==> src/design/dtim_defines.svh <==
`ifndef DTIM_DEFINES_SVH
`define DTIM_DEFINES_SVH

// The store holds 2**DTIM_DEPTH lines.
`define DTIM_DEPTH 4

// Word-select bits within one line.
`define DTIM_WIDTH 2

`define DTIM_WORDS (1 << `DTIM_WIDTH)

// Whatever is left of a word address above index and word select.
`define DTIM_TAG_BITS (30 - `DTIM_DEPTH - `DTIM_WIDTH)

`endif

==> src/design/dtim_pkg.sv <==
`include "dtim_defines.svh"

package dtim_pkg;

  // Used for both the core port and the data-memory port.
  typedef struct packed {
    logic valid;
    logic fence;
    logic [31:0] addr;
    logic [31:0] wdata;
    logic [3:0] wstrb; // All zero for a load.
  } mem_req_t;

  typedef struct packed {
    logic ready;
    logic [31:0] rdata;
  } mem_rsp_t;

  typedef logic [`DTIM_DEPTH-1:0] idx_t;
  typedef logic [`DTIM_WIDTH-1:0] wsel_t;
  typedef logic [`DTIM_TAG_BITS-1:0] tag_t;
  typedef logic [`DTIM_WORDS-1:0][31:0] line_t;
  typedef logic lock_t;

  typedef enum logic [2:0] {
    s_idle,
    s_miss,
    s_bypass,
    s_update,
    s_fence
  } state_t;

  // The captured request, already split into its address fields.
  typedef struct packed {
    logic fence;
    logic rden;
    logic wren;
    tag_t tag;
    idx_t idx;
    wsel_t wsel;
    logic [31:0] wdata;
    logic [3:0] wstrb;
  } front_t;

  typedef struct packed {
    state_t state;
    tag_t tag;
    idx_t idx;
    wsel_t wsel;
    wsel_t cnt; // Fill beat counter.
    logic [31:0] wdata;
    logic [3:0] wstrb;
    logic store;
    line_t line;
  } back_t;

endpackage

==> src/design/dtim_array.sv <==
`timescale 1ns/1ps
`include "dtim_defines.svh"

module dtim_array import dtim_pkg::*; #(
  parameter type entry_t = logic
) (
  input logic clk,
  input logic wen,
  input idx_t waddr,
  input idx_t raddr,
  input entry_t wdata,
  output entry_t rdata
);

  entry_t mem [0:(1 << `DTIM_DEPTH)-1];

  initial begin
    for (int i = 0; i < (1 << `DTIM_DEPTH); i++) begin
      mem[i] = '0;
    end
  end

  // A read of the index being written returns the old entry.
  always @(posedge clk) begin
    if (wen) begin
      mem[waddr] <= wdata;
    end
    rdata <= mem[raddr];
  end

endmodule

==> src/design/dtim_ctrl.sv <==
`timescale 1ns/1ps
`include "dtim_defines.svh"

module dtim_ctrl import dtim_pkg::*; (
  input logic clk,
  input logic rst,
  input mem_req_t dtim_req,
  output mem_rsp_t dtim_rsp,
  output mem_req_t dmem_req,
  input mem_rsp_t dmem_rsp,
  output logic tag_wen,
  output logic line_wen,
  output logic lock_wen,
  output idx_t raddr,
  output idx_t waddr,
  output tag_t tag_wdata,
  output line_t line_wdata,
  output lock_t lock_wdata,
  input tag_t tag_rdata,
  input line_t line_rdata,
  input lock_t lock_rdata
);

  front_t f_q;
  front_t f_d;
  back_t b_q;
  back_t b_d;
  logic wen;
  logic clear;

  function automatic line_t merge_word(
    input line_t line,
    input wsel_t wsel,
    input logic [31:0] wdata,
    input logic [3:0] wstrb
  );
    line_t res;
    res = line;
    for (int i = 0; i < 4; i++) begin
      if (wstrb[i]) begin
        res[wsel][8*i +: 8] = wdata[8*i +: 8];
      end
    end
    return res;
  endfunction

  always_comb begin
    f_d = f_q;
    f_d.fence = 1'b0;
    f_d.rden = 1'b0;
    f_d.wren = 1'b0;
    if (dtim_req.valid) begin
      f_d.fence = dtim_req.fence;
      f_d.wren = ~dtim_req.fence & (|dtim_req.wstrb);
      f_d.rden = ~dtim_req.fence & ~(|dtim_req.wstrb);
      f_d.tag = dtim_req.addr[31 -: `DTIM_TAG_BITS];
      f_d.idx = dtim_req.addr[`DTIM_WIDTH+2 +: `DTIM_DEPTH];
      f_d.wsel = dtim_req.addr[2 +: `DTIM_WIDTH];
      f_d.wdata = dtim_req.wdata;
      f_d.wstrb = dtim_req.wstrb;
    end
  end

  // The arrays are read in the cycle the request arrives.
  assign raddr = f_d.idx;

  always_comb begin
    b_d = b_q;
    wen = 1'b0;
    clear = 1'b0;
    waddr = b_q.idx;
    dtim_rsp.ready = 1'b0;
    dtim_rsp.rdata = '0;
    dmem_req.valid = 1'b0;
    dmem_req.fence = 1'b0;
    dmem_req.addr = {b_q.tag, b_q.idx, b_q.cnt, 2'b00};
    dmem_req.wdata = b_q.wdata;
    dmem_req.wstrb = '0;

    unique case (b_q.state)
      s_idle: begin
        if (f_q.fence) begin
          b_d.state = s_fence;
          b_d.idx = '0;
        end else if (f_q.rden | f_q.wren) begin
          b_d.tag = f_q.tag;
          b_d.idx = f_q.idx;
          b_d.wsel = f_q.wsel;
          b_d.wdata = f_q.wdata;
          b_d.wstrb = f_q.wstrb;
          b_d.store = f_q.wren;
          if (!lock_rdata) begin
            b_d.state = s_miss;
            b_d.cnt = '0;
          end else if (tag_rdata != f_q.tag) begin
            b_d.state = s_bypass; // Another line owns this index.
          end else if (f_q.wren) begin
            b_d.line = merge_word(line_rdata, f_q.wsel, f_q.wdata, f_q.wstrb);
            b_d.state = s_update;
            wen = 1'b1;
            waddr = f_q.idx;
          end else begin
            dtim_rsp.ready = 1'b1;
            dtim_rsp.rdata = line_rdata[f_q.wsel];
          end
        end
      end

      s_miss: begin
        dmem_req.valid = 1'b1;
        if (dmem_rsp.ready) begin
          b_d.line[b_q.cnt] = dmem_rsp.rdata;
          if (b_q.cnt == '1) begin
            // A store miss allocates the line with its bytes merged in.
            if (b_q.store) begin
              b_d.line = merge_word(b_d.line, b_q.wsel, b_q.wdata, b_q.wstrb);
            end
            wen = 1'b1;
            b_d.state = s_update;
          end else begin
            b_d.cnt = b_q.cnt + 1'b1;
          end
        end
      end

      s_bypass: begin
        dmem_req.valid = 1'b1;
        dmem_req.addr = {b_q.tag, b_q.idx, b_q.wsel, 2'b00};
        dmem_req.wstrb = b_q.wstrb;
        if (dmem_rsp.ready) begin
          dtim_rsp.ready = 1'b1;
          dtim_rsp.rdata = dmem_rsp.rdata;
          b_d.state = s_idle;
        end
      end

      s_update: begin
        dtim_rsp.ready = 1'b1;
        dtim_rsp.rdata = b_q.line[b_q.wsel];
        b_d.state = s_idle;
      end

      s_fence: begin
        // One lock bit is cleared per cycle.
        clear = 1'b1;
        if (b_q.idx == '1) begin
          dtim_rsp.ready = 1'b1;
          b_d.state = s_idle;
        end else begin
          b_d.idx = b_q.idx + 1'b1;
        end
      end

      default: begin
        b_d.state = s_idle;
      end
    endcase

    tag_wen = wen;
    line_wen = wen;
    lock_wen = wen | clear;
    tag_wdata = b_d.tag;
    line_wdata = b_d.line;
    lock_wdata = ~clear;
  end

  always_ff @(posedge clk) begin
    f_q <= f_d;
    b_q <= b_d;
    if (!rst) begin
      f_q.fence <= 1'b0;
      f_q.rden <= 1'b0;
      f_q.wren <= 1'b0;
      b_q.state <= s_idle;
    end
  end

endmodule

==> src/design/dtim.sv <==
`timescale 1ns/1ps

module dtim import dtim_pkg::*; (
  input logic clk,
  input logic rst,
  input mem_req_t dtim_req,
  output mem_rsp_t dtim_rsp,
  output mem_req_t dmem_req,
  input mem_rsp_t dmem_rsp
);

  logic tag_wen;
  logic line_wen;
  logic lock_wen;
  idx_t raddr;
  idx_t waddr;
  tag_t tag_wdata;
  tag_t tag_rdata;
  line_t line_wdata;
  line_t line_rdata;
  lock_t lock_wdata;
  lock_t lock_rdata;

  dtim_array #(.entry_t(tag_t)) tag_array_i (
    .clk(clk),
    .wen(tag_wen),
    .waddr(waddr),
    .raddr(raddr),
    .wdata(tag_wdata),
    .rdata(tag_rdata)
  );

  dtim_array #(.entry_t(line_t)) line_array_i (
    .clk(clk),
    .wen(line_wen),
    .waddr(waddr),
    .raddr(raddr),
    .wdata(line_wdata),
    .rdata(line_rdata)
  );

  // A set lock bit marks the line as present.
  dtim_array #(.entry_t(lock_t)) lock_array_i (
    .clk(clk),
    .wen(lock_wen),
    .waddr(waddr),
    .raddr(raddr),
    .wdata(lock_wdata),
    .rdata(lock_rdata)
  );

  dtim_ctrl ctrl_i (
    .clk(clk),
    .rst(rst),
    .dtim_req(dtim_req),
    .dtim_rsp(dtim_rsp),
    .dmem_req(dmem_req),
    .dmem_rsp(dmem_rsp),
    .tag_wen(tag_wen),
    .line_wen(line_wen),
    .lock_wen(lock_wen),
    .raddr(raddr),
    .waddr(waddr),
    .tag_wdata(tag_wdata),
    .line_wdata(line_wdata),
    .lock_wdata(lock_wdata),
    .tag_rdata(tag_rdata),
    .line_rdata(line_rdata),
    .lock_rdata(lock_rdata)
  );

endmodule

==> config.mk <==
export PLATFORM = sky130hd
export DESIGN_NAME = dtim
export DESIGN_NICKNAME = d
export VERILOG_FILES = /design/src/design/dtim_pkg.sv /design/src/design/dtim_array.sv /design/src/design/dtim_ctrl.sv /design/src/design/dtim.sv
export VERILOG_INCLUDE_DIRS = /design/src /design/src/design
export SDC_FILE = /design/constraint.sdc
export NUM_CORES = 2
export LEC_CHECK = 0
export BUFFER_PORTS_ARGS = -buffer_cell sky130_fd_sc_hd__buf_2
export CAP_MARGIN = 40
export CORE_ASPECT_RATIO = 0.6
export CORE_MARGIN = 2
export CORE_UTILIZATION = 25
export DETAILED_ROUTE_END_ITERATION = 10
export GPL_TIMING_DRIVEN = 1
export PLACE_DENSITY = 0.49
export SLEW_MARGIN = 10
export SYNTH_ARGS = -nofsm -noshare
export SYNTH_HDL_FRONTEND = slang
export SYNTH_SLANG_ARGS = --single-unit
export TNS_END_PERCENT = 30
==> constraint.sdc <==
create_clock -name clk -period 14.2 [get_ports clk]
set_clock_uncertainty 0.15 [all_clocks]
set_input_delay 1.42 -clock clk [delete_from_list [all_inputs] [get_ports clk]]
set_output_delay 1.42 -clock clk [all_outputs]
set_load 0.03 [all_outputs]
# Word level (Yosys, flattened, before mapping)
# Memory sizes are Yosys's and may differ from the RTL's. A register that Yosys moved wholly into a read port is not among the register bits.
# Cells that the tools add are included.
[totals]
elab_cells = 198
memories = 3
regBits = 269
mem_bits_rw = 2448
output_inout_bits = 103
[memory_table]
columns = ["memory", "words", "word_bits", "read_ports", "rd_clocked_by_memory_dff", "write_ports", "line", "text"]
rows = [
  ["line_array_i.mem", 16, 128, 1, 1, 1, "dtim_array.sv:15", "entry_t mem [0:(1 << `DTIM_DEPTH)-1];"],
  ["tag_array_i.mem", 16, 24, 1, 1, 1, "dtim_array.sv:15", ""],
  ["lock_array_i.mem", 16, 1, 1, 1, 1, "dtim_array.sv:15", ""],
]
[op_classes]
eq_ne = 18
mux = 128
add_sub_neg = 2
bitwise_logic = 8
n_reduce_logical = 13
n_lt_le_gt_ge = 6
[ops]
columns = ["cell", "n"]
rows = [
  ["128-bit 2-to-1 mux", 44],
  ["128-bit bitwise mux", 9],
  ["32-bit demux with 2-bit select", 9],
  ["128-bit one-hot mux with 2 select lines", 1],
  ["200-bit 2-to-1 mux", 1],
  ["33-bit 2-to-1 mux", 6],
  ["167-bit 2-to-1 mux", 1],
  ["32-bit 2-to-1 mux", 5],
  ["32-bit binary-select mux with 2-bit select", 2],
  ["24-bit 2-to-1 mux", 4],
  ["32-bit one-hot mux with 3 select lines", 1],
  ["42-bit 2-to-1 mux", 1],
  ["4-bit 2-to-1 mux", 10],
  ["16-bit 2-to-1 mux", 2],
  ["3-bit 2-to-1 mux", 8],
  ["24-bit != test", 1],
  ["8-bit 2-to-1 mux", 2],
  ["1-bit 2-to-1 mux", 14],
  ["2-bit != test, second input constant", 6],
  ["3-bit one-hot mux with 4 select lines", 1],
  ["6-bit AND reduction", 2],
  ["2-bit by 3-bit less-than comparator with 1-bit output, second input constant", 3],
  ["4-bit one-hot mux with 2 select lines", 1],
  ["3-bit by 2-bit == test with 1-bit output, second input constant", 2],
  ["24 further kinds", 39],
]

# Depth between registers and ports, before layout
[depth]
depth_word = 36
depth_mapped = 11
ltp_nobuf = 7

# By module
# A second synthesis with hierarchy kept.
[unflattened]
cells_unflattened = 6131
area_unflattened_um2 = 113852.9
[modules_own_cells]
columns = ["mod", "cells_per_inst", "n_inst", "area_each_um2"]
rows = [
  ["dtim_array at line_array_i", 3369, 1, 79518.8],
  ["dtim_ctrl", 2079, 1, 18657.9],
  ["dtim_array at tag_array_i", 636, 1, 14930.6],
  ["dtim_array at lock_array_i", 47, 1, 745.7],
]

# Worst setup path after synthesis
# No wires, ideal clock.
[synth_path]
path_type = "input -> register"
from = "input dmem_rsp[32] (netlist name)"
to = "memory line_array_i.mem[12][0] (netlist name) (enable)"
setup_time_ps = 850
path_stages = 7
arrival_ps = 12594
path_buffers = 3
t_required_ps = 13200
setup_slack_ps = 606
path_cell_list = "clkbuf_1 nand2_1 nor2_1 nor2_1 buf_4 clkbuf_1 nor3_1"
[synth_between]
elab_chain_len = 4
[synth_lines]
columns = ["element", "line", "text"]
rows = [
  ["from (decl)", "dtim.sv:9", "input mem_rsp_t dmem_rsp"],
  ["1-bit 2-to-1 mux", "dtim_ctrl.sv:111", "if (dmem_rsp.ready) begin"],
  ["1-bit one-hot mux with 2 select lines", "dtim_ctrl.sv:80", "unique case (b_q.state)"],
  ["1-bit 2-to-1 mux", "dtim_array.sv:25", "if (wen) begin"],
  ["1-bit 2-to-1 mux (not written as such)", "dtim_array.sv:26", "mem[waddr] <= wdata;"],
  ["to (decl)", "dtim_array.sv:15", ""],
]
# Every way passes these cells.

==> summary.md <==
The run finished with clean final reports. The startpoint type of the worst setup path was a register. For this design the ratio of total power to cell area is 151 mW/mm².

The total number of yosys warnings is 0. Worst-path cell with the longest stage delay: sky130_fd_sc_hd__o21ai_0. The clock edge transition at the registers on the reported setup and hold paths was 0.06 ns. At the end of routability-driven placement, the weighted congestion stood at 0.759. The maximum fanout along the worst path works out to 26. The most common cell after layout, fill and taps aside is sky130_fd_sc_hd__nand2_1. The number of gates resized after CTS was 0. The worst register-to-register path begins at ctrl_i.f_q[64]. The clock passes through at most 4 buffers.

The initial antenna violation count is 42, and the die area is 0.463 mm². For this run, the post-layout net count is 9130. The CTS buffer count was 308; the floorplan die height was 528 µm.

The max-slew violation count was 0. Among cell families on the critical path, the largest total delay comes from simple AND/OR/NAND/NOR gates. The arrival time at the worst endpoint came out at 4.89 ns. The design draws 19.9 mW. The signed area change from the synthesized netlist to the final layout is 15.7%, and the final HPWL from detailed placement is 195000 µm. The initial core utilization came out at 25.1%.

Setup repair after global routing left no endpoint under its margin. The first global-routing pass estimated 538000 µm of wire. In the synthesized netlist, the number of instances is 8989.

The floorplan die width was 877 µm. Worst setup slack for register-to-register paths: 7.87 ns. After synthesis, the cell types taking the most area are sky130_fd_sc_hd__edfxtp_1, sky130_fd_sc_hd__nand2_1, sky130_fd_sc_hd__nand3_1. The share of the yosys chip area belonging to registers is 72.6%. The floorplan has 192 rows.

The number of buffers and inverters on the critical path is 4. Walking the worst path, the cells encountered are xor2_1 > buf_4 > nor4_1 > nand4_1 > nor2_1 > nand4_1 > buf_4 > buf_4 > o21ai_0 > buf_2. The combined area of all synthesized cells is 0.114 mm², and the count of final hold-check violations is 0.

Once the clock tree was built, the setup fixing pass inserted 0 buffers. The share of the clock period used by the worst path was 45.5%; the measured slew at the worst slew-check pin was 1.15 ns. The endpoint identified for the worst register-to-register timing path is line_array_i.mem[4][93].

Fill cells in the final layout number 46277. In the layout the commonest cells are sky130_fd_sc_hd__nand2_1, sky130_fd_sc_hd__edfxtp_1, sky130_fd_sc_hd__nand3_1. The clock drives 2870 sinks. Number of cells on the critical path: 10. The later pin in the worst-skew pair is clocked with a latency of 0.89 ns. The DRC violation total after the first TritonRoute iteration was 8050; the endpoint required time on the critical path was 12.63 ns.

The run gives 0 as the aggregate global routing overflow. The max-capacitance violation count came out at 0. The count of different cell masters after synthesis was 53. The global-route total usage across every layer is 15.7%, and the largest net degree at the start of global routing is 200. Of all cell types, the one taking the most synthesized area is sky130_fd_sc_hd__edfxtp_1. The floorplan step defined a core boundary enclosing 0.456 mm². The detailed router placed 74291 vias in this run. The run gives 69627 as the via count of the first global-routing pass. The critical path is of the register to output pin type. Counting flops and latches in the post-synthesis netlist gives 2870. Across the VDD grid, the largest voltage drop is 91.3 µV. Setup violations remaining at the end of the flow were counted as 0. The detailed-route vias per instance came out at 4.82. The tightest slew margin relative to the limit was 23.5%. The number of buffers inserted by port buffering is 202. The setup total negative slack came out at 0 ns. After detailed routing, the total wire length is 380000 µm.

In this design, the stage delay of the slowest critical-path cell is 0.69 ns. Number of buffers added to fix hold violations after cts: 0. Of the cells placed in the final design, the portion with a size suffix greater than 1 is 11.6%.

During I/O placement, the number of pins put on the boundary was 208. STA classifies the critical path endpoint as an output pin. Among the stages of the critical path, the cell type that occurs most often is sky130_fd_sc_hd__buf_4. The tools report the static leakage as 44.9 nW.

The logic depth of the worst register-to-register path came out at 11. The number of iterations in the first detailed-routing pass is 8. After detailed routing, the number of remaining DRC violations is 0.

Summed over its instances, the top area cell type makes up 67.1% of the synthesized netlist area. The highest clock frequency the design can meet is 0.155 GHz, and the post-detailed-route wirelength per cell is 24.6 µm. After synthesis, the mean cell area works out to 12.7 µm².

For the final antenna-violating net count, the log shows 0. The min-delay analysis places its worst path in the category register to register. TritonCTS built the clock tree.

The tools report the maximum level of the CTS H-tree as 5. The launch point of the critical path was ctrl_i.f_q[64]. In this run the clock root is driven by a sky130_fd_sc_hd__clkbuf_16. The minimum clock period is 6.46 ns. Following the worst setup path forward leads to its endpoint at dtim_rsp[1].
## flip-flops by register name (all words and copies together), names as in the netlist, 16 cells and up
signal              count
lock_array_i.mem       16
tag_array_i.mem       384
ctrl_i.dmem_req        32
ctrl_i.b_q            168
line_array_i.mem     2048
line_array_i.rdata    128
tag_array_i.rdata      24
ctrl_i.f_q             69
## area by class of cell
type / count / area [µm²] / share of cell area (%)
repair buffers: 401 / 3120 / 2.36
diodes: 22 / 55.1 / 0.0416
clock buffers: 453 / 8830 / 6.67
well taps: 6111 / 7650 / 5.78
inverters: 42 / 191 / 0.145
multi-input cells: 5397 / 28300 / 21.4
flip-flops and latches: 2870 / 83000 / 62.7
clock inverters: 105 / 1130 / 0.856
## worst min-delay path by stage
stage	from	to	slack, ns	cells past startpoint
floorplan	ctrl_i.f_q[37]	ctrl_i.b_q[168]	0.31	0
global placement	ctrl_i.f_q[13]	ctrl_i.dmem_req[13]	0.37	0
detailed placement	ctrl_i.f_q[13]	ctrl_i.dmem_req[13]	0.38	0
CTS	ctrl_i.f_q[13]	ctrl_i.dmem_req[13]	0.39	0
global route	ctrl_i.f_q[66]	ctrl_i.b_q[128]	0.42	0
finish	ctrl_i.f_q[13]	ctrl_i.dmem_req[13]	0.39	0
## worst reg2reg max path: cells and delay by family (launching register included)
kind                      cells  cell delay, ns
buffers and inverters         5            2.95
xor gates and xnor gates      1            0.19
and+or+nand+nor               5            2.23
DFF                           1            0.40
## power by group
part,internal [mW],switching (mW),total [mW]
combinational,0.563,1.47,2.03
sequential,9.66,0.170,9.83
clock,4.70,3.37,8.07
total,14.9,5.01,19.9
## kinds of logic (layout without fill, tap and decap cells)
logic type	Yosys count	in the layout	synth area share (%)
flip-flops	2870	2870	72.6
other	1	25	0.00328
XOR/XNOR	26	26	0.199
AND/OR/NAND/NOR	4347	4347	16.4
multiplexers	205	205	2.64
AO/OA/AOI/OAI	811	811	5.38
buffers and inverters	724	1001	2.75
adder cells (fa/ha/maj)	5	5	0.0547
## Yosys cell counts, drive strengths merged
master / count
nor3: 39
o21ai: 53
nand2: 2710
a22oi: 32
nand3: 1358
conb: 1
xnor2: 1
and4b: 2
mux4: 64
nand4: 2
xor2: 25
a31oi: 154
a22o: 1
nand2b: 1
mux2: 130
a221o: 128
buf: 228
clkbuf: 454
nor4: 9
and4bb: 1
and4: 1
mux2i: 11
or2: 1
and2: 22
dfxtp: 315
clkinv: 2
o21bai: 1
nor3b: 7
ha: 5
nand3b: 2
a211o: 1
o21a: 2
and3: 160
nor2: 18
edfxtp: 2555
a311oi: 306
inv: 40
o32a: 1
nor2b: 11
a21oi: 130
o31ai: 2
or3: 3
## stage by stage
step / util [%] / worst slack [ns] / area, µm² / hold WS [ns] / instances
global placement: 26.7 / 7.59 / 122000 / 0.374 / 14782
detailed placement: 26.8 / 7.92 / 122000 / 0.376 / 14821
global route: 29.0 / 7.61 / 132000 / 0.417 / 15393
finish: 29.0 / 7.74 / 132000 / 0.390 / 15401
CTS: 29.0 / 7.73 / 132000 / 0.387 / 15379
floorplan: - / 0.606 / 114000 / 0.310 / 8991
## metal layers
layer | vias to the layer above | GRT usage (%) | wire length (µm)
met4 | 0 | 4.76 | 11800
met2 | 2795 | 24.7 | 173000
met1 | 37734 | 22.3 | 170000
li1 | 33141 | - | -
met5 | - | 0 | 0
met3 | 621 | 2.42 | 24500
No activity file was read; power rests on OpenSTA's default activity.
